===== src/rtl/dualIssuePkg.sv =====
package dualIssuePkg;

    // ALU operations seen by the execute stage
    typedef enum logic [3:0] {
        aluAdd   = 4'd0,
        aluSub   = 4'd1,
        aluSll   = 4'd2,
        aluSlt   = 4'd3,
        aluSltu  = 4'd4,
        aluXor   = 4'd5,
        aluSrl   = 4'd6,
        aluSra   = 4'd7,
        aluOr    = 4'd8,
        aluAnd   = 4'd9,
        aluPassB = 4'd10
    } aluOpT;

    typedef enum logic [1:0] {
        resAlu     = 2'd0,
        resMem     = 2'd1,
        resPcPlus4 = 2'd2
    } resultSrcT;

    typedef enum logic [1:0] {
        jumpNone = 2'd0,
        jumpJal  = 2'd1,
        jumpJalr = 2'd2
    } jumpT;

    // RV32I major opcodes handled by the decoder
    localparam logic [6:0] opOp     = 7'b0110011;
    localparam logic [6:0] opOpImm  = 7'b0010011;
    localparam logic [6:0] opLoad   = 7'b0000011;
    localparam logic [6:0] opStore  = 7'b0100011;
    localparam logic [6:0] opBranch = 7'b1100011;
    localparam logic [6:0] opJal    = 7'b1101111;
    localparam logic [6:0] opJalr   = 7'b1100111;
    localparam logic [6:0] opLui    = 7'b0110111;
    localparam logic [6:0] opAuipc  = 7'b0010111;

endpackage


===== src/rtl/controlDecoder.sv =====
module controlDecoder import dualIssuePkg::*; (
    input  logic [6:0] opcode,
    input  logic [2:0] funct3,
    input  logic       funct7b5,
    output logic       regWrite,
    output resultSrcT  resultSrc,
    output logic       memWrite,
    output jumpT       jump,
    output logic       branch,
    output aluOpT      aluControl,
    output logic       aluSrcA,
    output logic       aluSrcB,
    output logic [2:0] addressingControl,
    output logic [2:0] branchType
);

    always_comb begin
        // anything not listed below leaves a bubble
        regWrite          = 1'b0;
        resultSrc         = resAlu;
        memWrite          = 1'b0;
        jump              = jumpNone;
        branch            = 1'b0;
        aluControl        = aluAdd;
        aluSrcA           = 1'b0;
        aluSrcB           = 1'b0;
        addressingControl = 3'b000;
        branchType        = 3'b000;

        case (opcode)
            opOp, opOpImm: begin
                regWrite = 1'b1;
                aluSrcB  = (opcode == opOpImm);
                case (funct3)
                    // addi has no subtract form, bit 30 belongs to its immediate
                    3'b000: aluControl = (funct7b5 && opcode == opOp) ? aluSub : aluAdd;
                    3'b001: aluControl = aluSll;
                    3'b010: aluControl = aluSlt;
                    3'b011: aluControl = aluSltu;
                    3'b100: aluControl = aluXor;
                    3'b101: aluControl = funct7b5 ? aluSra : aluSrl;
                    3'b110: aluControl = aluOr;
                    default: aluControl = aluAnd;
                endcase
            end
            opLoad: begin
                regWrite          = 1'b1;
                resultSrc         = resMem;
                aluSrcB           = 1'b1;
                addressingControl = funct3;
            end
            opStore: begin
                memWrite          = 1'b1;
                aluSrcB           = 1'b1;
                addressingControl = funct3;
            end
            opBranch: begin
                branch     = 1'b1;
                aluControl = aluSub;
                branchType = funct3;
            end
            opJal: begin
                // target is computed as pc + imm in the ALU
                regWrite  = 1'b1;
                resultSrc = resPcPlus4;
                jump      = jumpJal;
                aluSrcA   = 1'b1;
                aluSrcB   = 1'b1;
            end
            opJalr: begin
                regWrite  = 1'b1;
                resultSrc = resPcPlus4;
                jump      = jumpJalr;
                aluSrcB   = 1'b1;
            end
            opLui: begin
                regWrite   = 1'b1;
                aluSrcB    = 1'b1;
                aluControl = aluPassB;
            end
            opAuipc: begin
                regWrite = 1'b1;
                aluSrcA  = 1'b1;
                aluSrcB  = 1'b1;
            end
            default: begin
                regWrite = 1'b0;
            end
        endcase
    end

endmodule


===== src/rtl/immediateGen.sv =====
module immediateGen import dualIssuePkg::*; (
    input  logic [31:0] instr,
    output logic [31:0] immExt
);

    always_comb begin
        case (instr[6:0])
            // I format
            opLoad, opOpImm, opJalr: begin
                immExt = {{20{instr[31]}}, instr[31:20]};
            end
            opStore: begin
                immExt = {{20{instr[31]}}, instr[31:25], instr[11:7]};
            end
            // B and J offsets are in halfwords, so bit 0 is always zero
            opBranch: begin
                immExt = {{19{instr[31]}}, instr[31], instr[7], instr[30:25],
                          instr[11:8], 1'b0};
            end
            opJal: begin
                immExt = {{11{instr[31]}}, instr[31], instr[19:12], instr[20],
                          instr[30:21], 1'b0};
            end
            opLui, opAuipc: begin
                immExt = {instr[31:12], 12'b0};
            end
            default: begin
                immExt = 32'b0;
            end
        endcase
    end

endmodule


===== src/rtl/laneDecoder.sv =====
module laneDecoder import dualIssuePkg::*; (
    input  logic [31:0] instr,
    input  logic [31:0] pc,
    output logic [4:0]  rs1,
    output logic [4:0]  rs2,
    output logic [4:0]  rd,
    output logic        regWrite,
    output resultSrcT   resultSrc,
    output logic        memWrite,
    output jumpT        jump,
    output logic        branch,
    output aluOpT       aluControl,
    output logic        aluSrcA,
    output logic        aluSrcB,
    output logic [2:0]  addressingControl,
    output logic [2:0]  branchType,
    output logic [31:0] immExt,
    output logic [31:0] pcPlus4,
    output logic [31:0] pcPlus8
);

    // fields are sliced the same way for every format
    assign rs1 = instr[19:15];
    assign rs2 = instr[24:20];
    assign rd  = instr[11:7];

    assign pcPlus4 = pc + 32'd4;
    assign pcPlus8 = pc + 32'd8;

    controlDecoder ctrlDec (
        .opcode   (instr[6:0]),
        .funct3   (instr[14:12]),
        .funct7b5 (instr[30]),
        .*
    );

    immediateGen immGen (.*);

endmodule


===== src/rtl/registerFile.sv =====
module registerFile (
    input  logic        clk,
    input  logic        rst1,
    input  logic [4:0]  ra1, ra2, ra4, ra5,
    output logic [31:0] rd1, rd2, rd4, rd5,
    input  logic        we1, we2,
    input  logic [4:0]  wa1, wa2,
    input  logic [31:0] wd1, wd2
);

    logic [31:0] regs [32];

    always_ff @(posedge clk) begin
        if (rst1) begin
            for (int i = 0; i < 32; i++) begin
                regs[i] <= 32'b0;
            end
        end else begin
            if (we1) begin
                regs[wa1] <= wd1;
            end
            // second writeback port is younger and wins on a shared address
            if (we2) begin
                regs[wa2] <= wd2;
            end
        end
    end

    // no bypass, a write lands at the edge and reads see the old value until then
    assign rd1 = (ra1 == 5'd0) ? 32'b0 : regs[ra1];
    assign rd2 = (ra2 == 5'd0) ? 32'b0 : regs[ra2];
    assign rd4 = (ra4 == 5'd0) ? 32'b0 : regs[ra4];
    assign rd5 = (ra5 == 5'd0) ? 32'b0 : regs[ra5];

endmodule


===== src/rtl/issueControl.sv =====
module issueControl (
    input  logic       valid1,
    input  logic       valid2,
    input  logic       stall,
    input  logic       flush,
    input  logic       regWrite1,
    input  logic [4:0] rd1,
    input  logic [4:0] rs1Lane2,
    input  logic [4:0] rs2Lane2,
    output logic       en1,
    output logic       en2,
    output logic       clearLane1,
    output logic       clearLane2,
    output logic       splitPair
);

    logic dependency;

    // lane 2 cannot issue with lane 1 when it reads lane 1's result
    assign dependency = valid1 && valid2 && regWrite1 && (rd1 != 5'd0)
                        && ((rd1 == rs1Lane2) || (rd1 == rs2Lane2));

    always_comb begin
        en1        = 1'b1;
        en2        = 1'b1;
        clearLane1 = !valid1;
        clearLane2 = !valid2 || dependency;
        splitPair  = dependency;

        if (flush) begin
            en1        = 1'b0;
            en2        = 1'b0;
            clearLane1 = 1'b1;
            clearLane2 = 1'b1;
            splitPair  = 1'b0;
        end else if (stall) begin
            en1        = 1'b0;
            en2        = 1'b0;
            clearLane1 = 1'b0;
            clearLane2 = 1'b0;
            splitPair  = 1'b0;
        end
    end

endmodule


===== src/rtl/decodeToExecuteRegister.sv =====
module decodeToExecuteRegister import dualIssuePkg::*; (
    input  logic        clk,
    input  logic        rst1,
    input  logic        clearLane1, clearLane2,
    input  logic        en1, en2,

    input  logic        regWriteD1, regWriteD2,
    input  resultSrcT   resultSrcD1, resultSrcD2,
    input  logic        memWriteD1, memWriteD2,
    input  jumpT        jumpD1, jumpD2,
    input  logic        branchD1, branchD2,
    input  aluOpT       aluControlD1, aluControlD2,
    input  logic        aluSrcAD1, aluSrcAD2,
    input  logic        aluSrcBD1, aluSrcBD2,
    input  logic [2:0]  addressingControlD1, addressingControlD2,
    input  logic [2:0]  branchTypeD1, branchTypeD2,

    // lane 1 reads through ports 1 and 2, lane 2 through ports 4 and 5
    input  logic [31:0] rd1D, rd2D, rd4D, rd5D,
    input  logic [4:0]  rs1D, rs2D, rs4D, rs5D,
    input  logic [4:0]  rdD1, rdD2,
    input  logic [31:0] pcD1, pcD2,
    input  logic [31:0] immExtD1, immExtD2,
    input  logic [31:0] pcPlus4D1, pcPlus4D2,
    input  logic [31:0] pcPlus8D1, pcPlus8D2,

    output logic        regWriteE1, regWriteE2,
    output resultSrcT   resultSrcE1, resultSrcE2,
    output logic        memWriteE1, memWriteE2,
    output jumpT        jumpE1, jumpE2,
    output logic        branchE1, branchE2,
    output aluOpT       aluControlE1, aluControlE2,
    output logic        aluSrcAE1, aluSrcAE2,
    output logic        aluSrcBE1, aluSrcBE2,
    output logic [2:0]  addressingControlE1, addressingControlE2,
    output logic [2:0]  branchTypeE1, branchTypeE2,

    output logic [31:0] rd1E, rd2E, rd4E, rd5E,
    output logic [4:0]  rs1E, rs2E, rs4E, rs5E,
    output logic [4:0]  rdE1, rdE2,
    output logic [31:0] pcE1, pcE2,
    output logic [31:0] immExtE1, immExtE2,
    output logic [31:0] pcPlus4E1, pcPlus4E2,
    output logic [31:0] pcPlus8E1, pcPlus8E2
);

    always_ff @(posedge clk) begin
        // a cleared lane becomes a bubble with every enable inactive
        if (rst1 || clearLane1) begin
            regWriteE1          <= 1'b0;
            resultSrcE1         <= resAlu;
            memWriteE1          <= 1'b0;
            jumpE1              <= jumpNone;
            branchE1            <= 1'b0;
            aluControlE1        <= aluAdd;
            aluSrcAE1           <= 1'b0;
            aluSrcBE1           <= 1'b0;
            addressingControlE1 <= 3'b0;
            branchTypeE1        <= 3'b0;
            rd1E                <= 32'b0;
            rd2E                <= 32'b0;
            rs1E                <= 5'b0;
            rs2E                <= 5'b0;
            rdE1                <= 5'b0;
            pcE1                <= 32'b0;
            immExtE1            <= 32'b0;
            pcPlus4E1           <= 32'b0;
            pcPlus8E1           <= 32'b0;
        end else if (en1) begin
            regWriteE1          <= regWriteD1;
            resultSrcE1         <= resultSrcD1;
            memWriteE1          <= memWriteD1;
            jumpE1              <= jumpD1;
            branchE1            <= branchD1;
            aluControlE1        <= aluControlD1;
            aluSrcAE1           <= aluSrcAD1;
            aluSrcBE1           <= aluSrcBD1;
            addressingControlE1 <= addressingControlD1;
            branchTypeE1        <= branchTypeD1;
            rd1E                <= rd1D;
            rd2E                <= rd2D;
            rs1E                <= rs1D;
            rs2E                <= rs2D;
            rdE1                <= rdD1;
            pcE1                <= pcD1;
            immExtE1            <= immExtD1;
            pcPlus4E1           <= pcPlus4D1;
            pcPlus8E1           <= pcPlus8D1;
        end
    end

    always_ff @(posedge clk) begin
        if (rst1 || clearLane2) begin
            regWriteE2          <= 1'b0;
            resultSrcE2         <= resAlu;
            memWriteE2          <= 1'b0;
            jumpE2              <= jumpNone;
            branchE2            <= 1'b0;
            aluControlE2        <= aluAdd;
            aluSrcAE2           <= 1'b0;
            aluSrcBE2           <= 1'b0;
            addressingControlE2 <= 3'b0;
            branchTypeE2        <= 3'b0;
            rd4E                <= 32'b0;
            rd5E                <= 32'b0;
            rs4E                <= 5'b0;
            rs5E                <= 5'b0;
            rdE2                <= 5'b0;
            pcE2                <= 32'b0;
            immExtE2            <= 32'b0;
            pcPlus4E2           <= 32'b0;
            pcPlus8E2           <= 32'b0;
        end else if (en2) begin
            regWriteE2          <= regWriteD2;
            resultSrcE2         <= resultSrcD2;
            memWriteE2          <= memWriteD2;
            jumpE2              <= jumpD2;
            branchE2            <= branchD2;
            aluControlE2        <= aluControlD2;
            aluSrcAE2           <= aluSrcAD2;
            aluSrcBE2           <= aluSrcBD2;
            addressingControlE2 <= addressingControlD2;
            branchTypeE2        <= branchTypeD2;
            rd4E                <= rd4D;
            rd5E                <= rd5D;
            rs4E                <= rs4D;
            rs5E                <= rs5D;
            rdE2                <= rdD2;
            pcE2                <= pcD2;
            immExtE2            <= immExtD2;
            pcPlus4E2           <= pcPlus4D2;
            pcPlus8E2           <= pcPlus8D2;
        end
    end

endmodule


===== src/rtl/decodeStage.sv =====
module decodeStage import dualIssuePkg::*; (
    input  logic        clk,
    input  logic        rst1,
    input  logic [31:0] instr1, pc1,
    input  logic        valid1,
    input  logic [31:0] instr2, pc2,
    input  logic        valid2,
    input  logic        stall, flush,
    input  logic        wbEn1, wbEn2,
    input  logic [4:0]  wbAddr1, wbAddr2,
    input  logic [31:0] wbData1, wbData2,

    output logic        regWriteE1, regWriteE2,
    output resultSrcT   resultSrcE1, resultSrcE2,
    output logic        memWriteE1, memWriteE2,
    output jumpT        jumpE1, jumpE2,
    output logic        branchE1, branchE2,
    output aluOpT       aluControlE1, aluControlE2,
    output logic        aluSrcAE1, aluSrcAE2,
    output logic        aluSrcBE1, aluSrcBE2,
    output logic [2:0]  addressingControlE1, addressingControlE2,
    output logic [2:0]  branchTypeE1, branchTypeE2,
    output logic [31:0] rd1E, rd2E, rd4E, rd5E,
    output logic [4:0]  rs1E, rs2E, rs4E, rs5E,
    output logic [4:0]  rdE1, rdE2,
    output logic [31:0] pcE1, pcE2,
    output logic [31:0] immExtE1, immExtE2,
    output logic [31:0] pcPlus4E1, pcPlus4E2,
    output logic [31:0] pcPlus8E1, pcPlus8E2,
    output logic        splitPair
);

    // decode-side values, named after the pipeline register inputs
    logic        regWriteD1, regWriteD2;
    resultSrcT   resultSrcD1, resultSrcD2;
    logic        memWriteD1, memWriteD2;
    jumpT        jumpD1, jumpD2;
    logic        branchD1, branchD2;
    aluOpT       aluControlD1, aluControlD2;
    logic        aluSrcAD1, aluSrcAD2;
    logic        aluSrcBD1, aluSrcBD2;
    logic [2:0]  addressingControlD1, addressingControlD2;
    logic [2:0]  branchTypeD1, branchTypeD2;
    logic [31:0] rd1D, rd2D, rd4D, rd5D;
    logic [4:0]  rs1D, rs2D, rs4D, rs5D;
    logic [4:0]  rdD1, rdD2;
    logic [31:0] immExtD1, immExtD2;
    logic [31:0] pcPlus4D1, pcPlus4D2;
    logic [31:0] pcPlus8D1, pcPlus8D2;
    logic        en1, en2;
    logic        clearLane1, clearLane2;

    laneDecoder lane1Dec (
        .instr(instr1), .pc(pc1),
        .rs1(rs1D), .rs2(rs2D), .rd(rdD1),
        .regWrite(regWriteD1), .resultSrc(resultSrcD1), .memWrite(memWriteD1),
        .jump(jumpD1), .branch(branchD1), .aluControl(aluControlD1),
        .aluSrcA(aluSrcAD1), .aluSrcB(aluSrcBD1),
        .addressingControl(addressingControlD1), .branchType(branchTypeD1),
        .immExt(immExtD1), .pcPlus4(pcPlus4D1), .pcPlus8(pcPlus8D1)
    );

    laneDecoder lane2Dec (
        .instr(instr2), .pc(pc2),
        .rs1(rs4D), .rs2(rs5D), .rd(rdD2),
        .regWrite(regWriteD2), .resultSrc(resultSrcD2), .memWrite(memWriteD2),
        .jump(jumpD2), .branch(branchD2), .aluControl(aluControlD2),
        .aluSrcA(aluSrcAD2), .aluSrcB(aluSrcBD2),
        .addressingControl(addressingControlD2), .branchType(branchTypeD2),
        .immExt(immExtD2), .pcPlus4(pcPlus4D2), .pcPlus8(pcPlus8D2)
    );

    registerFile regFile (
        .ra1(rs1D), .ra2(rs2D), .ra4(rs4D), .ra5(rs5D),
        .rd1(rd1D), .rd2(rd2D), .rd4(rd4D), .rd5(rd5D),
        .we1(wbEn1), .wa1(wbAddr1), .wd1(wbData1),
        .we2(wbEn2), .wa2(wbAddr2), .wd2(wbData2),
        .*
    );

    issueControl issueCtrl (
        .regWrite1(regWriteD1), .rd1(rdD1),
        .rs1Lane2(rs4D), .rs2Lane2(rs5D),
        .*
    );

    decodeToExecuteRegister d2eReg (
        .pcD1(pc1), .pcD2(pc2),
        .*
    );

endmodule


===== config.mk =====
export PLATFORM = sky130hd
export DESIGN_NAME = decodeStage
export DESIGN_NICKNAME = d
export VERILOG_FILES = /design/src/rtl/dualIssuePkg.sv /design/src/rtl/controlDecoder.sv /design/src/rtl/immediateGen.sv /design/src/rtl/laneDecoder.sv /design/src/rtl/registerFile.sv /design/src/rtl/issueControl.sv /design/src/rtl/decodeToExecuteRegister.sv /design/src/rtl/decodeStage.sv
export SDC_FILE = /design/constraint.sdc
export NUM_CORES = 2
export LEC_CHECK = 0
export BUFFER_PORTS_ARGS = -buffer_cell sky130_fd_sc_hd__buf_2
export CAP_MARGIN = 40
export CORE_MARGIN = 1
export CORE_UTILIZATION = 65
export CTS_CLUSTER_SIZE = 30
export DETAILED_ROUTE_END_ITERATION = 8
export GPL_ROUTABILITY_DRIVEN = 1
export GPL_TIMING_DRIVEN = 0
export PLACE_DENSITY = 0.95
export SETUP_SLACK_MARGIN = 0.5
export SYNTH_ARGS = -nofsm -noshare
export SYNTH_HDL_FRONTEND = slang
export SYNTH_SLANG_ARGS = --single-unit

===== constraint.sdc =====
create_clock -name clk -period 7.5 [get_ports clk]
set_clock_uncertainty 0.05 [all_clocks]
set_input_delay 2.25 -clock clk [delete_from_list [all_inputs] [get_ports clk]]
set_output_delay 2.25 -clock clk [all_outputs]
set_load 0.02 [all_outputs]

==> results of run 1 <==
cells by family after synthesis:
| kind of cell | count (synthesis) | share of synthesized area (%) |
|---|---|---|
| and+or+nand+nor | 1309 | 7.04 |
| buffers and inverters | 1059 | 4.82 |
| DFF | 1466 | 42.2 |
| AOI/OAI and AO/OA | 2570 | 20.4 |
| adders and majority gates | 4 | 0.0533 |
| xor gates and xnor gates | 116 | 1.08 |
| muxes | 1411 | 24.5 |
routing by layer:
metal  GRT overflow  GRT usage (%)
met1              0           80.7
met4             35           76.3
met2             52           92.3
met3              0           65.0
met5              0           33.2
cell usage after synthesis (all sizes together), types with 6 or more instances:
library cell,count
xnor2,40
a22oi,12
inv,11
or3,62
a221oi,7
o21ai,191
mux4,706
a31oi,15
nor2b,69
nand3b,54
nand4,27
xor2,76
mux2i,705
nand3,69
nor4,13
and3,15
o221ai,67
o31ai,42
a221o,64
a21oi,386
a211o,14
and4,6
nor3,91
nand2,371
a22o,1063
or2,10
and2,76
buf,374
clkbuf,674
o41ai,25
edfxtp,1024
o22ai,320
o21a,88
a21o,8
a211oi,181
dfxtp,442
nor3b,42
nor2,326
a311o,6
o21bai,21
o211ai,44
nand2b,56
what timing repair did:
item / CTS
pin swaps: 0
gates resized for setup: 1
endpoints found under the setup margin: 1
stage by stage:
| step | hold WS, ps | setup TNS [ps] | setup WS (ps) | util, % | cells |
|---|---|---|---|---|---|
| 2_1_floorplan | 480 | 0 | 1230 | - | 7935 |
| 3_3_place_gp | 385 | -317 | -317 | 69.2 | 10500 |
| 3_5_place_dp | 393 | 0 | 470 | 70.7 | 10600 |
| 4_1_cts | 401 | 0 | 511 | 74.4 | 10900 |
==> summary.txt, run 1 <==
status: did not finish
Failed at: 5_1_grt
Stop Error: [ERROR GRT-0116] Global routing finished with congestion. Check the congestion regions in the DRC Viewer.
Yosys reg bits: 1466
initial core utilization: 65.4%
vias in the first global route: 96200
YS warnings: 0
Netlist cell types: 76
Die Ht: 382 um
post-CTS setup buffer count: 0
H-tree depth: 4
Net Count, Synth: 8149
CTS Buffer Depth: 3
routability congestion estimate from global placement: 1.29
# rows: 139
total CTS buffers: 156
clk root buf: clkbuf_16
CTS Sinks: 1466
EDFF count, synth: 1024
Die Wd: 382 um
top cell type's share of synthesized area: 32.8%
GRT Residual Overflow: 87
largest net degree at the start of global routing: 33
Gate Count Post-Synth: 7935
area of the mapped netlist: 93900 um2
sequential element share of the synthesized area: 42.2%
Total GRT Usage: 78.6%
mean post-synth cell area: 11.8 um2
Top FF cell, synth: edfxtp_1
PortBufs: 612
first-pass GRT wire length: 790 mm
largest area contributor in the netlist: edfxtp_1
hold_buf cts: 0
Placed Area: 101000 um2
hpwl dp: 406 mm
I/O Pins: 663
synth top area cells: edfxtp_1 (33%), mux4_2 (17%), a22o_1 (9.9%)
post-synthesis async set-or-reset flop share: 0%
==> inputs of run 2 (changes only) <==
--- a/config.mk
+++ b/config.mk
@@ -8,13 +8,11 @@
 export BUFFER_PORTS_ARGS = -buffer_cell sky130_fd_sc_hd__buf_2
 export CAP_MARGIN = 40
 export CORE_MARGIN = 1
-export CORE_UTILIZATION = 65
-export CTS_CLUSTER_SIZE = 30
+export CORE_UTILIZATION = 40
 export DETAILED_ROUTE_END_ITERATION = 8
 export GPL_ROUTABILITY_DRIVEN = 1
 export GPL_TIMING_DRIVEN = 0
-export PLACE_DENSITY = 0.95
-export SETUP_SLACK_MARGIN = 0.5
+export PLACE_DENSITY_LB_ADDON = 0.15
 export SYNTH_ARGS = -nofsm -noshare
 export SYNTH_HDL_FRONTEND = slang
 export SYNTH_SLANG_ARGS = --single-unit
==> run 2 against run 1 <==
  * The flow now finishes without violations
  * Area after synthesis unchanged
  * Synthesized cell count stayed put
==> summary.txt, run 2 <==
per-cell routed wire length: 49.7 um
Netlist cell types: 76
first-pass GRT wire length: 797 mm
routed vias: 91400
Routed met2 length: 254 mm
drt total wl: 620 mm
placed cell count: 12100
Yosys reg bits: 1466
RSZ-0062 raised after global routing: false
maximum clock frequency: 136 MHz
fin cells: 12500
post-CTS setup buffer count: 0
Core ar.: 233000 um2
synth cell count leaders: a22o_1 (1063), edfxtp_1 (1024), mux4_2 (706)
cell family with most CP delay: buffers and inverters
highest metal used: met5
crit path capture type: output pin
power density over cell area: 207 nW/um2
Slew HR: 28.3%
H-tree depth: 4
fraction of layout cells with a size suffix above 1: 26.5%
WP buf/inv: 6
Final #Nets: 9380
YS warnings: 0
Residual DRC: 0
leading cell type in the layout, fill and taps excluded: a22o_1
Max Cap Violations: 0
startpoint types: primary input
hpwl dp: 496 mm
Slew @ Worst Pin: 1080 ps
Worst EP arrival: 5040 ps
clk root buf: clkbuf_16
setup slack after layout: 161 ps
cell mode on critical path: buf_2
GRT Residual Overflow: 0
vias in the first global route: 85100
Final Slew Violations: 0
PortBufs: 612
Net Count, Synth: 8149
final setup fails: 0
Final Hold Viols: 0
CTS tree: done
top-count cell post-synth: a22o_1
CTS Buffer Depth: 3
Total GRT Usage: 51.0%
Die Wd: 486 um
Hold Crit Class: flop to flop
DR iter-0 viols: 14600
status: complete, no violations
pre-CTS WS: 275 ps
overall power: 23.2 mW
FILL cells: 21400
post-CTS sizing: 0
Tmin final: 7340 ps
CP max-delay cell: buf_1
Placed Area: 106000 um2
DR WL met3: 76.2 mm
WL met1: 208 mm
Area Overhead vs Synth: 19.6%
I/O Pins: 663
Die Area: 237000 um2
post-synthesis async set-or-reset flop share: 0%
register clock-pin slew on the reported worst setup and hold paths: 60 ps
WS Path Type: primary input to output pin
total CTS buffers: 179
Gate Count Post-Synth: 7935
Worst VDD drop: 202 uV
sequential element share of the synthesized area: 42.2%
Vias/cell: 7.32
# rows: 177
EDFF count, synth: 1024
top cell type's share of synthesized area: 32.8%
DR pass1 iterations: 8
Leak Pwr: 41.3 nW
Worst Path Max Fanout: 10
Die Ht: 486 um
initial antenna violation count: 48
CTS Sinks: 1466
Cell Chain, Critical Path: buf_2 > or2_0 > buf_2 > buf_2 > clkbuf_1 > buf_1 > nor3_1 > buf_2
largest net degree at the start of global routing: 30
period utilization: 97.9%
fin area: 112000 um2
largest area contributor in the netlist: edfxtp_1
Post-DRT Antenna Nets: 0
mean post-synth cell area: 11.8 um2
initial core utilization: 40.3%
slowest stage delay, CP: 520 ps
Clk Latency, worst-skew pair: 910 ps
hold_buf cts: 0
Largest register FFs: 1024
CP Data Required Time: 5200 ps
most frequent cells in the layout: a22o_1 (1063), edfxtp_1 (1024), buf_2 (960)
Biggest register: regFile.regs
area of the mapped netlist: 93900 um2
routability congestion estimate from global placement: 1.09
synth top area cells: edfxtp_1 (33%), mux4_2 (17%), a22o_1 (9.9%)
Top FF cell, synth: edfxtp_1
## run 2: per-layer routing
| layer | GRT usage, % | vias to the layer above |
|---|---|---|
| met5 | 0 | - |
| met4 | 54.9 | 14 |
| met3 | 16.2 | 2223 |
| met2 | 72.6 | 8538 |
| met1 | 58.2 | 46000 |
| li1 | - | 34600 |
## run 2: layout make-up
class,count,area [um2],area share [%]
Tap cell,3132,3920,3.49
Sequential cell,1466,39600,35.3
Multi-Input combinational cell,5410,49900,44.4
Clock buffer,261,5250,4.68
Inverter,11,41.3,0.0368
Antenna cell,35,87.6,0.0780
Buffer,1048,4510,4.02
Timing Repair Buffer,1050,8220,7.32
Clock inverter,73,742,0.661
## run 2: worst paths after layout
path / start / to / cells past startpoint / slack [ps]
setup / recovery: stall / splitPair / 8 / 160
hold reg to reg: d2eReg.immExtE2[15] / d2eReg.immExtE2[15] / 2 / 400
hold / removal: d2eReg.immExtE2[15] / d2eReg.immExtE2[15] / 2 / 400
setup reg to reg: regFile.regs[26][28] / d2eReg.rd1E[28] / 5 / 4840
## run 2: cell families after synthesis
family	after synthesis	share of synthesized area (%)
compound gates	2570	20.4
xor+xnor	116	1.08
fa+ha+maj	4	0.0533
buf+inv	1059	4.82
flops	1466	42.2
mux	1411	24.5
simple gates	1309	7.04
## run 2: where the power goes
group	total, mW	switching [mW]	internal, mW
Clock	9.15	3.97	5.18
Combinational	4.60	3.04	1.57
Sequential	9.48	0.432	9.05
## run 2: worst min-delay path: cells and delay by family, from the launching register on
| kind | cells | cell delay (ps) |
|---|---|---|
| flip-flops | 1 | 310 |
| AND/OR/NAND/NOR | 1 | 50 |
| AO/OA/AOI/OAI | 1 | 50 |
## run 2: metrics by stage
step | hold slack, ps | setup TNS (ps) | utilization (%)
finish | 401 | 0 | 48.2
global route | 415 | 0 | 48.1
CTS | 398 | 0 | 48.1
detailed placement | 391 | 0 | 45.5
global placement | 387 | -807 | 43.3
floorplan | 480 | 0 | -
Power figures use the tool's default switching activity.
